File: src/verilog/game_pkg.sv
package game_pkg;

    // game modes in a 3-bit encoding
    typedef enum logic [2:0] {
        MENU_MODE    = 3'b000,
        GAME_MODE    = 3'b001,
        VICTORY_MODE = 3'b010,
        GAME_OVER    = 3'b011,
        MULTI_WAIT   = 3'b100
    } mode_t;

    localparam int COORD_W = 12;  // cursor and target coordinates

    // top-left corners of the on-screen buttons
    localparam int PLAY_BOX_X  = 432;
    localparam int PLAY_BOX_Y  = 400;
    localparam int MULTI_BOX_X = 432;
    localparam int MULTI_BOX_Y = 540;
    localparam int MENU_BOX_X  = 432;
    localparam int MENU_BOX_Y  = 520;

    localparam int BOX_W = 128;
    localparam int BOX_H = 80;

    // the clickable area is a little wider on the left and top than the drawn box
    localparam int BOX_LEFT_MARGIN = 10;
    localparam int BOX_RIGHT_TRIM  = 5;
    localparam int BOX_TOP_MARGIN  = 10;

    localparam int TARGET_W = 64;
    localparam int TARGET_H = 64;
    localparam int TARGET_N = 4;                  // positions the target steps through
    localparam int IDX_W    = $clog2(TARGET_N);

    localparam logic [COORD_W-1:0] TARGET_X [TARGET_N] = '{
        12'd100, 12'd800, 12'd150, 12'd820
    };
    localparam logic [COORD_W-1:0] TARGET_Y [TARGET_N] = '{
        12'd100, 12'd120, 12'd600, 12'd650
    };

    // a round ends on whichever limit is reached first
    localparam int WIN_HITS   = 3;
    localparam int MAX_MISSES = 3;
    localparam int CNT_W      = 2;

endpackage

File: src/verilog/button_hit.sv
`timescale 1ns/10ps

module button_hit (
    input  logic                         clk,
    input  logic                         rst,
    input  logic [game_pkg::COORD_W-1:0] xpos,
    input  logic [game_pkg::COORD_W-1:0] ypos,
    input  logic                         mouse_left,
    output logic                         click,
    output logic                         over_play,
    output logic                         over_multi,
    output logic                         over_menu,
    output logic [game_pkg::COORD_W-1:0] cursor_x,
    output logic [game_pkg::COORD_W-1:0] cursor_y
);
    import game_pkg::*;

    logic mouse_left_q;  // button level seen at the previous edge
    logic play_hit;
    logic multi_hit;
    logic menu_hit;

    // true when the point lies in the clickable area of the button at (bx, by)
    function automatic logic in_box(input int px, input int py, input int bx, input int by);
        logic in_x;
        logic in_y;
        in_x = (px >= bx - BOX_LEFT_MARGIN) && (px <= bx + BOX_W - BOX_RIGHT_TRIM);
        in_y = (py >= by - BOX_TOP_MARGIN) && (py <= by + BOX_H);
        return in_x && in_y;
    endfunction

    assign play_hit  = in_box(int'(xpos), int'(ypos), PLAY_BOX_X, PLAY_BOX_Y);
    assign multi_hit = in_box(int'(xpos), int'(ypos), MULTI_BOX_X, MULTI_BOX_Y);
    assign menu_hit  = in_box(int'(xpos), int'(ypos), MENU_BOX_X, MENU_BOX_Y);

    always_ff @(posedge clk) begin
        cursor_x <= xpos;
        cursor_y <= ypos;
    end

    always_ff @(posedge clk) begin
        if (rst) begin
            mouse_left_q <= 1'b0;
            click        <= 1'b0;
            over_play    <= 1'b0;
            over_multi   <= 1'b0;
            over_menu    <= 1'b0;
        end else begin
            mouse_left_q <= mouse_left;
            click        <= mouse_left && !mouse_left_q;  // one pulse per press
            over_play    <= play_hit;
            over_multi   <= multi_hit;
            over_menu    <= menu_hit;
        end
    end

endmodule

File: src/verilog/control_unit.sv
`timescale 1ns/10ps

module control_unit (
    input  logic            clk,
    input  logic            rst,
    input  logic            click,
    input  logic            over_play,
    input  logic            over_multi,
    input  logic            over_menu,
    input  logic            victory,
    input  logic            game_over,
    input  logic            opponent_ready,
    output game_pkg::mode_t state,
    output logic            play_selected,
    output logic            mouse_mode,
    output logic            display_buttons_m_and_s,
    output logic            player_ready,
    output logic            display_menu_button,
    output logic            multiplayer
);
    import game_pkg::*;

    mode_t state_nxt;
    logic  multi_choice;  // remembers that the game was entered through the multi button
    logic  multi_choice_nxt;
    logic  play_selected_nxt;
    logic  mouse_mode_nxt;
    logic  buttons_nxt;
    logic  player_ready_nxt;
    logic  menu_button_nxt;
    logic  multiplayer_nxt;

    always_comb begin
        state_nxt        = state;
        multi_choice_nxt = multi_choice;

        case (state)
            MENU_MODE, VICTORY_MODE, GAME_OVER: begin
                if (click) begin
                    if (over_play) begin
                        state_nxt        = GAME_MODE;
                        multi_choice_nxt = 1'b0;
                    end else if (over_multi) begin
                        state_nxt        = MULTI_WAIT;
                        multi_choice_nxt = 1'b1;
                    end else if (state != MENU_MODE) begin
                        state_nxt = MENU_MODE;  // a click anywhere leaves the result screen
                    end
                end
            end

            GAME_MODE: begin
                if (victory) begin
                    state_nxt = VICTORY_MODE;
                end else if (game_over) begin
                    state_nxt = GAME_OVER;
                end
            end

            // wait here until the second player reports ready
            MULTI_WAIT: begin
                if (opponent_ready) begin
                    state_nxt = GAME_MODE;
                end else if (click && over_menu) begin
                    state_nxt = MENU_MODE;
                end
            end

            default: begin
                state_nxt = MENU_MODE;
            end
        endcase
    end

    // outputs are decoded from the next state so they change together with it
    always_comb begin
        play_selected_nxt = 1'b0;
        mouse_mode_nxt    = 1'b0;
        buttons_nxt       = 1'b0;
        player_ready_nxt  = 1'b0;
        menu_button_nxt   = 1'b0;
        multiplayer_nxt   = 1'b0;

        case (state_nxt)
            GAME_MODE: begin
                play_selected_nxt = 1'b1;
                mouse_mode_nxt    = 1'b1;
                multiplayer_nxt   = multi_choice_nxt;
            end

            MULTI_WAIT: begin
                multiplayer_nxt  = 1'b1;
                player_ready_nxt = 1'b1;
                menu_button_nxt  = 1'b1;
            end

            default: begin
                buttons_nxt = 1'b1;  // menu, victory and game over all show the buttons
            end
        endcase
    end

    always_ff @(posedge clk) begin
        if (rst) begin
            state                   <= MENU_MODE;
            multi_choice            <= 1'b0;
            play_selected           <= 1'b0;
            mouse_mode              <= 1'b0;
            display_buttons_m_and_s <= 1'b0;
            player_ready            <= 1'b0;
            display_menu_button     <= 1'b0;
            multiplayer             <= 1'b0;
        end else begin
            state                   <= state_nxt;
            multi_choice            <= multi_choice_nxt;
            play_selected           <= play_selected_nxt;
            mouse_mode              <= mouse_mode_nxt;
            display_buttons_m_and_s <= buttons_nxt;
            player_ready            <= player_ready_nxt;
            display_menu_button     <= menu_button_nxt;
            multiplayer             <= multiplayer_nxt;
        end
    end

endmodule

File: src/verilog/target_round.sv
`timescale 1ns/10ps

module target_round (
    input  logic                         clk,
    input  logic                         rst,
    input  logic                         play_selected,
    input  logic                         click,
    input  logic [game_pkg::COORD_W-1:0] cursor_x,
    input  logic [game_pkg::COORD_W-1:0] cursor_y,
    output logic [game_pkg::COORD_W-1:0] target_x,
    output logic [game_pkg::COORD_W-1:0] target_y,
    output logic [game_pkg::CNT_W-1:0]   hits,
    output logic [game_pkg::CNT_W-1:0]   misses,
    output logic                         victory,
    output logic                         game_over
);
    import game_pkg::*;

    logic [IDX_W-1:0] idx;  // current entry of the target position table
    logic             on_target;

    assign target_x = TARGET_X[idx];
    assign target_y = TARGET_Y[idx];

    // the box edges count as inside
    assign on_target = (cursor_x >= target_x) && (cursor_x <= target_x + TARGET_W) &&
                       (cursor_y >= target_y) && (cursor_y <= target_y + TARGET_H);

    always_ff @(posedge clk) begin
        if (rst) begin
            idx       <= '0;
            hits      <= '0;
            misses    <= '0;
            victory   <= 1'b0;
            game_over <= 1'b0;
        end else begin
            victory   <= 1'b0;
            game_over <= 1'b0;

            if (!play_selected) begin
                // no round running outside game mode
                idx    <= '0;
                hits   <= '0;
                misses <= '0;
            end else if (click) begin
                if (on_target) begin
                    if (hits == CNT_W'(WIN_HITS - 1)) begin
                        victory <= 1'b1;
                        idx     <= '0;
                        hits    <= '0;
                        misses  <= '0;
                    end else begin
                        hits <= hits + 1'b1;
                        idx  <= idx + 1'b1;  // wraps after the last position
                    end
                end else begin
                    if (misses == CNT_W'(MAX_MISSES - 1)) begin
                        game_over <= 1'b1;
                        idx       <= '0;
                        hits      <= '0;
                        misses    <= '0;
                    end else begin
                        misses <= misses + 1'b1;
                    end
                end
            end
        end
    end

endmodule

File: src/verilog/menu_top.sv
`timescale 1ns/10ps

module menu_top (
    input  logic                         clk,
    input  logic                         rst,
    input  logic [game_pkg::COORD_W-1:0] xpos,
    input  logic [game_pkg::COORD_W-1:0] ypos,
    input  logic                         mouse_left,
    input  logic                         opponent_ready,
    output game_pkg::mode_t              state,
    output logic                         play_selected,
    output logic                         mouse_mode,
    output logic                         display_buttons_m_and_s,
    output logic                         player_ready,
    output logic                         display_menu_button,
    output logic                         multiplayer,
    output logic [game_pkg::COORD_W-1:0] target_x,
    output logic [game_pkg::COORD_W-1:0] target_y,
    output logic [game_pkg::CNT_W-1:0]   hits,
    output logic [game_pkg::CNT_W-1:0]   misses
);
    import game_pkg::*;

    logic               click;
    logic               over_play;
    logic               over_multi;
    logic               over_menu;
    logic [COORD_W-1:0] cursor_x;
    logic [COORD_W-1:0] cursor_y;
    logic               victory;
    logic               game_over;

    button_hit hit_i (
        .clk        (clk),
        .rst        (rst),
        .xpos       (xpos),
        .ypos       (ypos),
        .mouse_left (mouse_left),
        .click      (click),
        .over_play  (over_play),
        .over_multi (over_multi),
        .over_menu  (over_menu),
        .cursor_x   (cursor_x),
        .cursor_y   (cursor_y)
    );

    control_unit ctrl_i (
        .clk                     (clk),
        .rst                     (rst),
        .click                   (click),
        .over_play               (over_play),
        .over_multi              (over_multi),
        .over_menu               (over_menu),
        .victory                 (victory),
        .game_over               (game_over),
        .opponent_ready          (opponent_ready),
        .state                   (state),
        .play_selected           (play_selected),
        .mouse_mode              (mouse_mode),
        .display_buttons_m_and_s (display_buttons_m_and_s),
        .player_ready            (player_ready),
        .display_menu_button     (display_menu_button),
        .multiplayer             (multiplayer)
    );

    target_round round_i (
        .clk           (clk),
        .rst           (rst),
        .play_selected (play_selected),
        .click         (click),
        .cursor_x      (cursor_x),
        .cursor_y      (cursor_y),
        .target_x      (target_x),
        .target_y      (target_y),
        .hits          (hits),
        .misses        (misses),
        .victory       (victory),
        .game_over     (game_over)
    );

endmodule

File: config.mk
export PLATFORM = sky130hd
export DESIGN_NAME = menu_top
export DESIGN_NICKNAME = d
export VERILOG_FILES = /design/src/verilog/game_pkg.sv /design/src/verilog/button_hit.sv /design/src/verilog/control_unit.sv /design/src/verilog/target_round.sv /design/src/verilog/menu_top.sv
export SDC_FILE = /design/constraint.sdc
export NUM_CORES = 1
export LEC_CHECK = 0
export BUFFER_PORTS_ARGS = -buffer_cell sky130_fd_sc_hd__buf_2
export CELL_PAD_IN_SITES_DETAIL_PLACEMENT = 1
export CELL_PAD_IN_SITES_GLOBAL_PLACEMENT = 1
export CORE_MARGIN = 1.5
export CORE_UTILIZATION = 38
export CTS_CLUSTER_DIAMETER = 200
export DETAILED_ROUTE_END_ITERATION = 7
export PLACE_DENSITY = 0.84
export SLEW_MARGIN = 15
export SYNTH_ARGS = -nofsm -noshare
export SYNTH_HDL_FRONTEND = slang
export SYNTH_SLANG_ARGS = --single-unit
File: constraint.sdc
create_clock -name clk -period 3.6 [get_ports clk]
set_input_delay 0.18 -clock clk [delete_from_list [all_inputs] [get_ports clk]]
set_output_delay 0.18 -clock clk [all_outputs]
set_load 0.005 [all_outputs]
== Yosys cells after proc, flatten, opt, wreduce, memory -nomap -nowiden ==
Cells that the tools add are included.

* $lt $le $gt $ge: 13
* Mux-type cells: 33
* Reduce and logical (&&, ||, !) cells: 23
* Eq/ne operators: 9
* Bitwise gates (word level): 4
* Add/subtract/negate cells: 5

{| class="wikitable"
|+ Operators by type and width
! operator !! count
|-
| $le 12x32->1 || 2
|-
| $bmux 12 s2 || 2
|-
| $mux 12 || 4
|-
| $ge 12x9->1 const B || 3
|-
| $le 12x10->1 const B || 3
|-
| $add 12x7->13 const B || 2
|-
| $ge 12x12->1 || 2
|-
| $mux 3 || 8
|-
| $mux 2 || 8
|-
| $ge 12x10->1 const B || 1
|-
| $le 12x9->1 const B || 1
|-
| $logic_and 1x1->1 || 12
|-
| $mux 1 || 9
|-
| $pmux 3 s3 || 1
|-
| $reduce_or 4->1 || 2
|-
| $add 2x1->2 const B || 3
|-
| $eq 3x1->1 const B || 2
|-
| $eq 3x2->1 const B || 2
|-
| $eq 3x3->1 const B || 2
|-
| $eq 2x2->1 const B || 2
|-
| $reduce_and 2->1 || 2
|-
| $reduce_or 2->1 || 2
|-
| $ge 3x3->1 const B || 1
|-
| $logic_not 3->1 || 1
|-
| 8 further kinds || 10
|}

* Input bits: 28
* Register bits: 45
* Logic and storage cells: 105
* Output and inout bits: 37

== Depth between registers and ports, before layout ==
Gate-level depths: netlist (run 1).

* Depth in word-level cells: 11
* Gate-level depth with buffers: 11
* Mapped depth without buffers: 11

== By module ==
Synthesis (run 1) repeated with hierarchy kept, for this count alone.

* Cells, all modules: 263
* Area, all modules: 2,492.4 um^2

{| class="wikitable"
|+ Modules (own cells, without submodules)
! module !! seq. area each (um^2) !! instances !! cells an instance !! area each (um^2)
|-
| target_round || 160.2 || 1 || 157 || 1,297.5
|-
| button_hit || 580.6 || 1 || 64 || 809.5
|-
| control_unit || 160.2 || 1 || 42 || 385.4
|}

== Worst setup path after synthesis (run 1) ==
OpenSTA, ideal clock, no wires.

* Path kind: reg2reg
* Start: register round_i.idx[0]
* End: register round_i.hits[1] in the netlist's numbering
* Setup slack: 0.931 ns
* Library setup time: 0.079 ns
* Buffers on the path: 0
* Data arrival time: 2.590 ns
* Cell stages (with the launch flop): 11
* Required time: 3.521 ns
* Period minus slack after synthesis: 2.669 ns
* Cells stage by stage: dfxtp_1 > inv_1 > ha_1 > inv_1 > ha_1 > nand4b_1 > nor4_1 > a311oi_1 > a211o_1 > or4_1 > o211ai_1

* Cells in the longest elaborated chain, start to end: 11
* Elaborated cells on any way between the ends: 19
* Classes of those cells: add/sub: 2; order compare: 4; mux: 7; bitwise: 1; reduce/logical: 5

{| class="wikitable"
|+ RTL lines
! element !! line !! source
|-
| from (decl) || target_round.sv:19 || <nowiki>logic [IDX_W-1:0] idx;</nowiki>
|-
| from (signal assigned) || target_round.sv:54 || <nowiki>idx <= idx + 1'b1;</nowiki>
|-
| $not 2->3 (implied by the code) * || target_round.sv:22 || <nowiki>assign target_x = TARGET_X[idx];</nowiki>
|-
| $bmux 12 s2 * || target_round.sv:22 ||
|-
| $mux 12 (implied by the code) * (2 in a row) || target_round.sv:22 ||
|-
| named net target_x (one bit) || menu_top.sv:17 || <nowiki>output logic [game_pkg::COORD_W-1:0] target_x,</nowiki>
|-
| $add 12x7->13 || target_round.sv:26 || <nowiki>assign on_target = (cursor_x >= target_x) && (cursor_x <= target_x + TARGET_W) &&</nowiki>
|-
| $le 12x32->1 || target_round.sv:26 ||
|-
| $logic_and 1x1->1 * (2 in a row) || target_round.sv:26 ||
|-
| $logic_and 1x1->1 * || target_round.sv:27 || <nowiki>(cursor_y >= target_y) && (cursor_y <= target_y + TARGET_H);</nowiki>
|-
| $reduce_bool 2->1 (no source line) || - ||
|-
| $reduce_and 2->1 (no source line) || - ||
|-
| to (signal assigned) || target_round.sv:53 || <nowiki>hits <= hits + 1'b1;</nowiki>
|-
| to (decl) || target_round.sv:12 || <nowiki>output logic [game_pkg::CNT_W-1:0] hits,</nowiki>
|}

Mark *: on every way through the listed nets, which the timed path passes. The rest lies on a longest branch. The select of a mux whose other input is x is not followed.
A chain may end at the register's enable or synchronous reset.

== Final worst setup path (run 1) ==
* Start: register round_i.idx[0]
* End: register round_i.misses[0] in the netlist's numbering

* Cells in the longest elaborated chain, start to end: 11
* Elaborated cells on any way between the ends: 19
* Classes of those cells: add/sub: 2; order compare: 4; eq/ne: 1; mux: 7; bitwise: 1; reduce/logical: 4

{| class="wikitable"
|+ RTL lines
! element !! line !! source
|-
| $not 2->3 (implied by the code) * || target_round.sv:22, target_round.sv:23 ||
|-
| $bmux 12 s2 || target_round.sv:22 ||
|-
| $mux 12 (implied by the code) (2 in a row) || target_round.sv:22 ||
|-
| $add 12x7->13 || target_round.sv:26 ||
|-
| $le 12x32->1 || target_round.sv:26 ||
|-
| $logic_and 1x1->1 (2 in a row) || target_round.sv:26 ||
|-
| $logic_and 1x1->1 * || target_round.sv:27 ||
|-
| $ne 2x2->1 (no source line) || - ||
|-
| $reduce_and 2->1 (no source line) || - ||
|-
| to (signal assigned) || target_round.sv:63 || <nowiki>misses <= misses + 1'b1;</nowiki>
|-
| to (decl) || target_round.sv:13 || <nowiki>output logic [game_pkg::CNT_W-1:0] misses,</nowiki>
|}

Every way passes the cells marked *; elsewhere a longest branch is shown, timed or not. The select of a mux whose other input is x is not followed.

==> metrics.csv, run 1 <==
stage;metric;value;unit
run_status;status;finished, final reports clean;
worst_hold_path;hold_class;primary input to flip-flop;
setup_path;reg2reg_slack;0.34;ns
final_layout;final_core_util;46.6;%
final_layout;fin_nets;366;
pwr;power_density;344;nW/um^2
routing;drt_pass1_iterations;4;
yosys;synth_top_area_share;39.0;%
worst_hold_path;min_to;hit_i.cursor_x[9];
yosys;synth-edff-count;0;
final_layout;syn2layout_area_growth;18.8;%
floorplanning;rows;28;
pwr;leakage;0.00120;uW
setup_path;cpPeakStageDelay;0.53;ns
run;drv_cap;0;
routing;ant_nets;0;
sta;rsz0062_at_grt;false;
yosys;synth.most_common_cell;dfxtp_1;
sta;final.setup.tns;0;ns
yosys;synthTopCellsByArea;dfxtp_1 (39%), ha_1 (15%), buf_4 (4.9%), a21oi_1 (2.8%), inv_1 (2.4%);
floorplanning;start_util;39.2;%
sta;worstMarginPinSlew;0.588;ns
global_routing;grt_max_degree;17;
final_layout;layout-drive-gt1-share;21.3;%
sta;slew_headroom;60.6;%
worst_hold_path;hold_depth;1;
global_routing;grt.overflow.total;0;
pwr;p_total;944;uW
routing;via_per_inst;5.29;
yosys;yosysTopAreaCell;dfxtp_1;
routing;wl_per_cell;15.1;um
cts;cts_made_buffers;5;
setup_path;worstSetupEndpointType;flip-flop;
yosys;ys_seq_area_share;39.0;%
sta;fmax;307;MHz
sta;hold_viol;0;
setup_path;rr_endpoint;round_i.misses[0];
global_routing;grt_first_pass_wirelength;9430;um
yosys;synth.ff_latch_count;45;
worst_hold_path;worstHoldStart;xpos[9];
yosys;ys.flop_type;dfxtp_1;
final_layout;multiInputGateArea;1250;um^2
final_layout;ff_latch_area;901;um^2
cts;htree_num_levels;2;
sta;drv_slew;0;
setup_path;critPathLaunchType;flip-flop;
setup_path;crit_fanout;10;
cts;postCtsSetupBuffers;0;
cts;cts_tree;done;
yosys;synthCells;251;
placement;place_inst;372;
floorplanning;coreArea;5890;um^2
routing;dr.first_iter.drc_count;155;
yosys;yosysUniqueCellTypes;42;
cts;root_buffer;clkbuf_8;
yosys;avgSynthCellArea;9.20;um^2
yosys;synthTopCellsByCount;dfxtp_1 (45), ha_1 (28), buf_4 (15), inv_1 (15), nand2_1 (14);
setup_path;crit_slowest_cell;dfxtp_1;
global_routing;antenna_found_initial;0;
final_layout;stdcell_count;385;
floorplanning;die_y;81.0;um
cts;clock_path_buffers;2;
floorplanning;ios;65;
yosys;ys.warnings.count;0;
floorplanning;die_area;6550;um^2
final_layout;num_antenna_cells;0;
setup_path;path_class;flip-flop to flip-flop;
sta;hold_ws;0.0129;ns
cts;cts-resized-gates;0;
placement;gp_congestion;0.807;
pwr;ir_drop;0.000135;V
sta;min_period;3.26;ns
setup_path;crit_chain;inv_1 -> ha_1 -> inv_1 -> ha_1 -> a211oi_1 -> o21ai_0 -> nand3b_1 -> a31oi_1 -> nor2_1 -> o41ai_1;
setup_path;crit_required;3.80;ns
routing;drt-total-wl;5820;um
cts;clkLatencyLatePin;0.30;ns
placement;numPortBuffers;56;
final_layout;fillers;736;
setup_path;r2r-start;round_i.idx[0];
yosys;synth_area;2310;um^2
floorplanning;die_w;81.0;um
cts;cts.sinks;45;
global_routing;grt_usage;18.8;%
sta;fin_crit_sh;90.6;%
cts;path_clk_slew;0.09;ns
placement;dpl.hpwl;4670;um
sta;skew;0.00988;ns
yosys;async_flop_share;0;%
routing;vias;2035;
setup_path;cp.arrival;3.46;ns
sta;setup_viol;0;
setup_path;reg2reg_depth;10;
global_routing;grt_pass1_vias;2045;
routing;drc;0;
==> metrics by stage <==
stage                     setup WS [ns]  area (um^2)
after floorplan                   0.931         2340
after global placement            0.544         2590
after detailed placement          0.407         2590
after CTS                         0.351         2740
after global routing             0.0602         2740
final                             0.339         2740
==> how the worst max path moves through the flow <==
stage / from / to / slack [ns]
finish: round_i.idx[0] / round_i.misses[0] / 0.34
global route: round_i.idx[0] / round_i.misses[0] / 0.06
CTS: round_i.idx[0] / round_i.misses[0] / 0.35
detailed placement: round_i.idx[1] / round_i.misses[0] / 0.41
global placement: round_i.idx[1] / round_i.misses[1] / 0.54
floorplan: round_i.idx[0] / round_i.hits[1] / 0.93
==> cell families (layout without fill, tap and decap cells) <==
kind of cell | count (synthesis) | count (layout) | share of synthesized area (%)
compound gates | 53 | 53 | 15.7
buf+inv | 33 | 85 | 7.80
simple gates | 89 | 89 | 21.6
other cells | 2 | 9 | 0.325
mux | 1 | 1 | 0.433
fa+ha+maj | 28 | 28 | 15.2
flops | 45 | 45 | 39.0
==> state kept, by name, indices dropped and copies added (netlist names) <==
register,cells
round_i.misses,2
hit_i.cursor_x,12
hit_i.over_menu,1
hit_i.cursor_y,12
round_i.victory,1
ctrl_i.multiplayer,1
hit_i.over_multi,1
ctrl_i.multi_choice,1
ctrl_i.play_selected,1
hit_i.mouse_left_q,1
ctrl_i.display_buttons_m_and_s,1
ctrl_i.player_ready,1
round_i.idx,2
hit_i.click,1
hit_i.over_play,1
ctrl_i.state,3
round_i.game_over,1
round_i.hits,2
==> area by class of cell <==
class / count / area share, %
Timing Repair Buffer: 63 / 12.7
Sequential cell: 45 / 32.8
Clock inverter: 1 / 0.274
Multi-Input combinational cell: 180 / 45.7
Inverter: 15 / 2.05
Tap cell: 75 / 3.42
Clock buffer: 6 / 3.01
==> report_power, final <==
group / switching (uW) / internal (uW)
clock: 172 / 152
combinational: 50.8 / 42.6
sequential: 11.9 / 515
total: 235 / 710
==> layer usage <==
metal  track usage, %  vias to the layer above  routed length (um)
li1                 -                     1008                   -
met1             23.2                      966                2630
met2             32.3                       50                2860
met3             3.48                       11                 216
met4             6.90                        0                 113
met5                0                        -                   0
==> critical path: cells and delay by family, from the launching register on <==
family	cells	cell delay (ns)
AO/OA/AOI/OAI	4	1.33
adder cells (fa/ha/maj)	2	0.54
flip-flops	1	0.53
AND/OR/NAND/NOR	2	0.43
buffers and inverters	2	0.32
==> cell usage in the layout, fill, tap and decap left out, types with 3 or more instances in the layout <==
cell type       n
nor4_1          5
nor2b_1         7
nand3_1        11
buf_2          56
a21oi_1        13
nand2_1        14
nand2b_1        4
dfxtp_1        45
a31oi_1         5
nand3b_1        7
clkbuf_8        6
o21ai_0         8
a21o_1          4
dlygate4sd3_1   6
conb_1          9
ha_1           28
inv_1          15
or3_1           3
nor3_1         10
a211o_1         4
nor2_1         12
o211ai_1        5
==> what timing repair did <==
| action | CTS | global route |
|---|---|---|
| hold buffers | 6 | 0 |
| endpoints found under the hold margin | 6 | 0 |
| endpoints found under the setup margin | 0 | 0 |
(Power assumes the default switching activity.)
==> inputs of run 2 (changes only) <==
Settings changed: ABC_AREA set to 1, PLACE_DENSITY 0.84 to 0.87, SYNTH_HIERARCHICAL set to 1.
==> run 2 against run 1 <==
Net effect:
- clock power is essentially flat
- die area grew 21%
- via count grew 33%
- critical path type unchanged
- critical endpoint is now round_i/idx[0]
==> metrics.csv, run 2 <==
stage;metric;value;unit;change
placement;gp_congestion;0.850;;was 0.807
floorplanning;die_area;7930;um^2;was 6550 um^2
global_routing;grt.overflow.total;0;;unchanged
global_routing;grt_first_pass_wirelength;12400;um;was 9430 um
cts;htree_num_levels;2;;unchanged
pwr;p_sw_share;28.1;%;was 24.8%
yosys;yosysTopAreaCell;dfxtp_1;;unchanged
routing;drc;0;;unchanged
placement;place_inst;570;;was 372
yosys;synth_area;2810;um^2;was 2310 um^2
cts;cts-resized-gates;0;;unchanged
cts;root_buffer;clkbuf_8;;unchanged
setup_path;reg2reg_depth;17;;was 10
routing;ant_nets;0;;unchanged
routing;wl_per_cell;12.7;um;was 15.1 um
yosys;synth.ff_latch_count;45;;unchanged
placement;numPortBuffers;56;;unchanged
yosys;synthTopCellsByArea;dfxtp_1 (32%), nand2_1 (15%), ha_1 (13%), inv_1 (11%), nor2_1 (7.3%);;was dfxtp_1 (39%), ha_1 (15%), buf_4 (4.9%), a21oi_1 (2.8%), inv_1 (2.4%)
floorplanning;die_y;89.1;um;was 81.0 um
sta;drv_slew;0;;unchanged
yosys;synth_top_area_share;32.0;%;was 39.0%
run_status;status;finished, final reports clean;;unchanged
pwr;ir_drop;0.000167;V;was 0.000135 V
floorplanning;die_w;89.1;um;was 81.0 um
setup_path;crit_fanout;9;;was 10
placement;post-place-ws;0.529;ns;was 0.407 ns
sta;worstMarginPinSlew;0.535;ns;was 0.588 ns
final_layout;fin_nets;545;;was 366
yosys;ys.warnings.count;6;;was 0
final_layout;syn2layout_area_growth;18.0;%;was 18.8%
global_routing;antenna_found_initial;0;;unchanged
cts;path_clk_slew;0.09;ns;about the same
cts;clock_path_buffers;2;;unchanged
yosys;synthTopCellsByCount;nand2_1 (114), inv_1 (79), nor2_1 (55);;was dfxtp_1 (45), ha_1 (28), buf_4 (15), inv_1 (15), nand2_1 (14)
worst_hold_path;hold_class;primary input to flip-flop;;unchanged
placement;dpl.hpwl;6070;um;was 4670 um
routing;via_per_inst;4.59;;was 5.29
final_layout;stdcell_count;588;;was 385
sta;fin_crit_sh;85.8;%;was 90.6%
pwr;pwr-share-clk;32.6;%;was 34.3%
cts;clkLatencyLatePin;0.31;ns;was 0.30 ns
floorplanning;rows;31;;was 28
yosys;avgSynthCellArea;6.64;um^2;was 9.20 um^2
sta;min_period;3.09;ns;was 3.26 ns
yosys;ys_seq_area_share;32.0;%;was 39.0%
floorplanning;coreArea;7210;um^2;was 5890 um^2
pwr;netSwitchingPower;277;uW;was 235 uW
yosys;synth-edff-count;0;;unchanged
setup_path;worstSetupEndpointType;flip-flop;;unchanged
pwr;comb_power_share;13.7;%;was 9.9%
cts;cts_made_buffers;5;;unchanged
routing;drt_pass1_iterations;4;;unchanged
final_layout;reg.largest.list;hit_i/cursor_x (12), hit_i/cursor_y (12), ctrl_i/state (3);;was hit_i.cursor_x (12), hit_i.cursor_y (12), ctrl_i.state (3)
setup_path;path_class;flip-flop to flip-flop;;unchanged
yosys;yosysUniqueCellTypes;27;;was 42
sta;skew;0.00917;ns;was 0.00988 ns
routing;dr.first_iter.drc_count;95;;was 155
final_layout;final_cell_mix;nand2_1 (114), inv_1 (79), buf_2 (56);;was buf_2 (56), dfxtp_1 (45), ha_1 (28)
sta;slew_headroom;64.2;%;was 60.6%
global_routing;grt_max_degree;16;;was 17
routing;drt-total-wl;7470;um;was 5820 um
setup_path;crit_required;3.80;ns;about the same
sta;fmax;324;MHz;was 307 MHz
yosys;synth.most_common_cell;nand2_1;;was dfxtp_1
pwr;power_density;297;nW/um^2;was 344 nW/um^2
floorplanning;start_util;39.0;%;was 39.2%
floorplanning;ios;65;;unchanged
global_routing;grt_usage;19.9;%;was 18.8%
final_layout;final_common_cell;nand2_1;;was buf_2
pwr;internal-power;709;uW;was 710 uW
sta;hold_viol;0;;unchanged
cts;cts_tree;done;;unchanged
sta;final.setup.tns;0;ns;unchanged
global_routing;grt_pass1_vias;2826;;was 2,045
sta;hold_ws;0.0125;ns;was 0.0129 ns
sta;setup_viol;0;;unchanged
final_layout;layout-drive-gt1-share;16.4;%;was 21.3%
yosys;synthCells;424;;was 251
cts;cts.sinks;45;;unchanged
setup_path;critPathLaunchType;flip-flop;;unchanged
worst_hold_path;hold_depth;1;;unchanged
final_layout;num_antenna_cells;0;;unchanged
sta;rsz0062_at_grt;false;;unchanged
setup_path;cp.arrival;3.29;ns;was 3.46 ns
run;drv_cap;0;;unchanged
yosys;ys.flop_type;dfxtp_1;;unchanged
pwr;leakage;0.00180;uW;was 0.00120 uW
routing;vias;2701;;was 2,035
pwr;p_seq_share;53.7;%;was 55.8%
yosys;async_flop_share;0;%;unchanged
sta;setup_slack;0.511;ns;was 0.339 ns
run 2: cell types whose count changed after synthesis, sizes merged, moves of 5 or more:
cell,change
inv,+66
nand2,+104
nand3,+19
nand3b,-6
nand4,+9
nor2,+47
nor2b,-7
nor3,-5
nor4,-5
o211ai,-5
run 2: power by group through the flow:
stage | Combinational, uW | Clock [uW] | Sequential [uW]
floorplan | 85.3 | 0 | 536
global placement | 121 | 0 | 541
detailed placement | 126 | 0 | 541
CTS | 134 | 334 | 530
global route | 156 | 354 | 532
finish | 135 | 322 | 530
run 2: layer usage:
metal  GRT usage (%)  wire (um)
met5               0          0
met4            6.01         85
met3            2.95        244
met2            36.8       3780
met1            23.7       3360
run 2: cells by family after synthesis:
group	share of synthesized area, %
flip-flops	32.0
buffers and inverters	14.9
other	0.267
adder cells (fa/ha/maj)	12.9
AND/OR/NAND/NOR	35.7
AO/OA/AOI/OAI	4.18
run 2: final timing paths:
check | from | end | slack [ns]
worst max-delay path | round_i/idx[0] | round_i/idx[0] | 0.51
worst min-delay path | xpos[2] | hit_i/cursor_x[2] | 0.01
worst max register to register | round_i/idx[0] | round_i/idx[0] | 0.51
worst min register to register | hit_i/mouse_left_q | hit_i/click | 0.39
run 2: metrics by stage:
| stage | utilization [%] | power (uW) | instance area, um^2 |
|---|---|---|---|
| 5_1_grt | 46.0 | 1040 | 3320 |
| 3_3_place_gp | 43.4 | 662 | 3130 |
| 2_1_floorplan | - | 621 | 2840 |
| 6_report | 46.0 | 986 | 3320 |
| 3_5_place_dp | 43.4 | 667 | 3130 |
| 4_1_cts | 45.9 | 998 | 3310 |
run 2: cell type report:
| cell class | instances | area (um^2) |
|---|---|---|
| clock buffer | 5 | 68.8 |
| clock inverter | 3 | 22.5 |
| fill | 1005 | 3890 |
| inverter | 81 | 304 |
| multi-input combinational | 289 | 1520 |
| sequential | 45 | 901 |
| tap | 99 | 124 |
| timing repair buffer | 66 | 380 |
run 2: worst max-delay path, stage by stage (launching register included):
cell     delay (ns)
dfxtp_1        0.60
inv_1          0.27
ha_1           0.34
nand2_1        0.10
inv_1          0.04
ha_1           0.26
inv_1          0.04
ha_1           0.30
a21oi_1        0.16
nand2_1        0.08
nand2_1        0.06
nand3_1        0.10
nand2_2        0.12
nand4_4        0.11
nand2_1        0.08
nand2_1        0.07
nor2_1         0.19
nor2_1         0.07
run 2: timing repair:
action / 4_1_cts / 5_1_grt
buffers inserted: 0 / 0
hold buffers: 9 / 1
hold endpoints to repair: 9 / 1
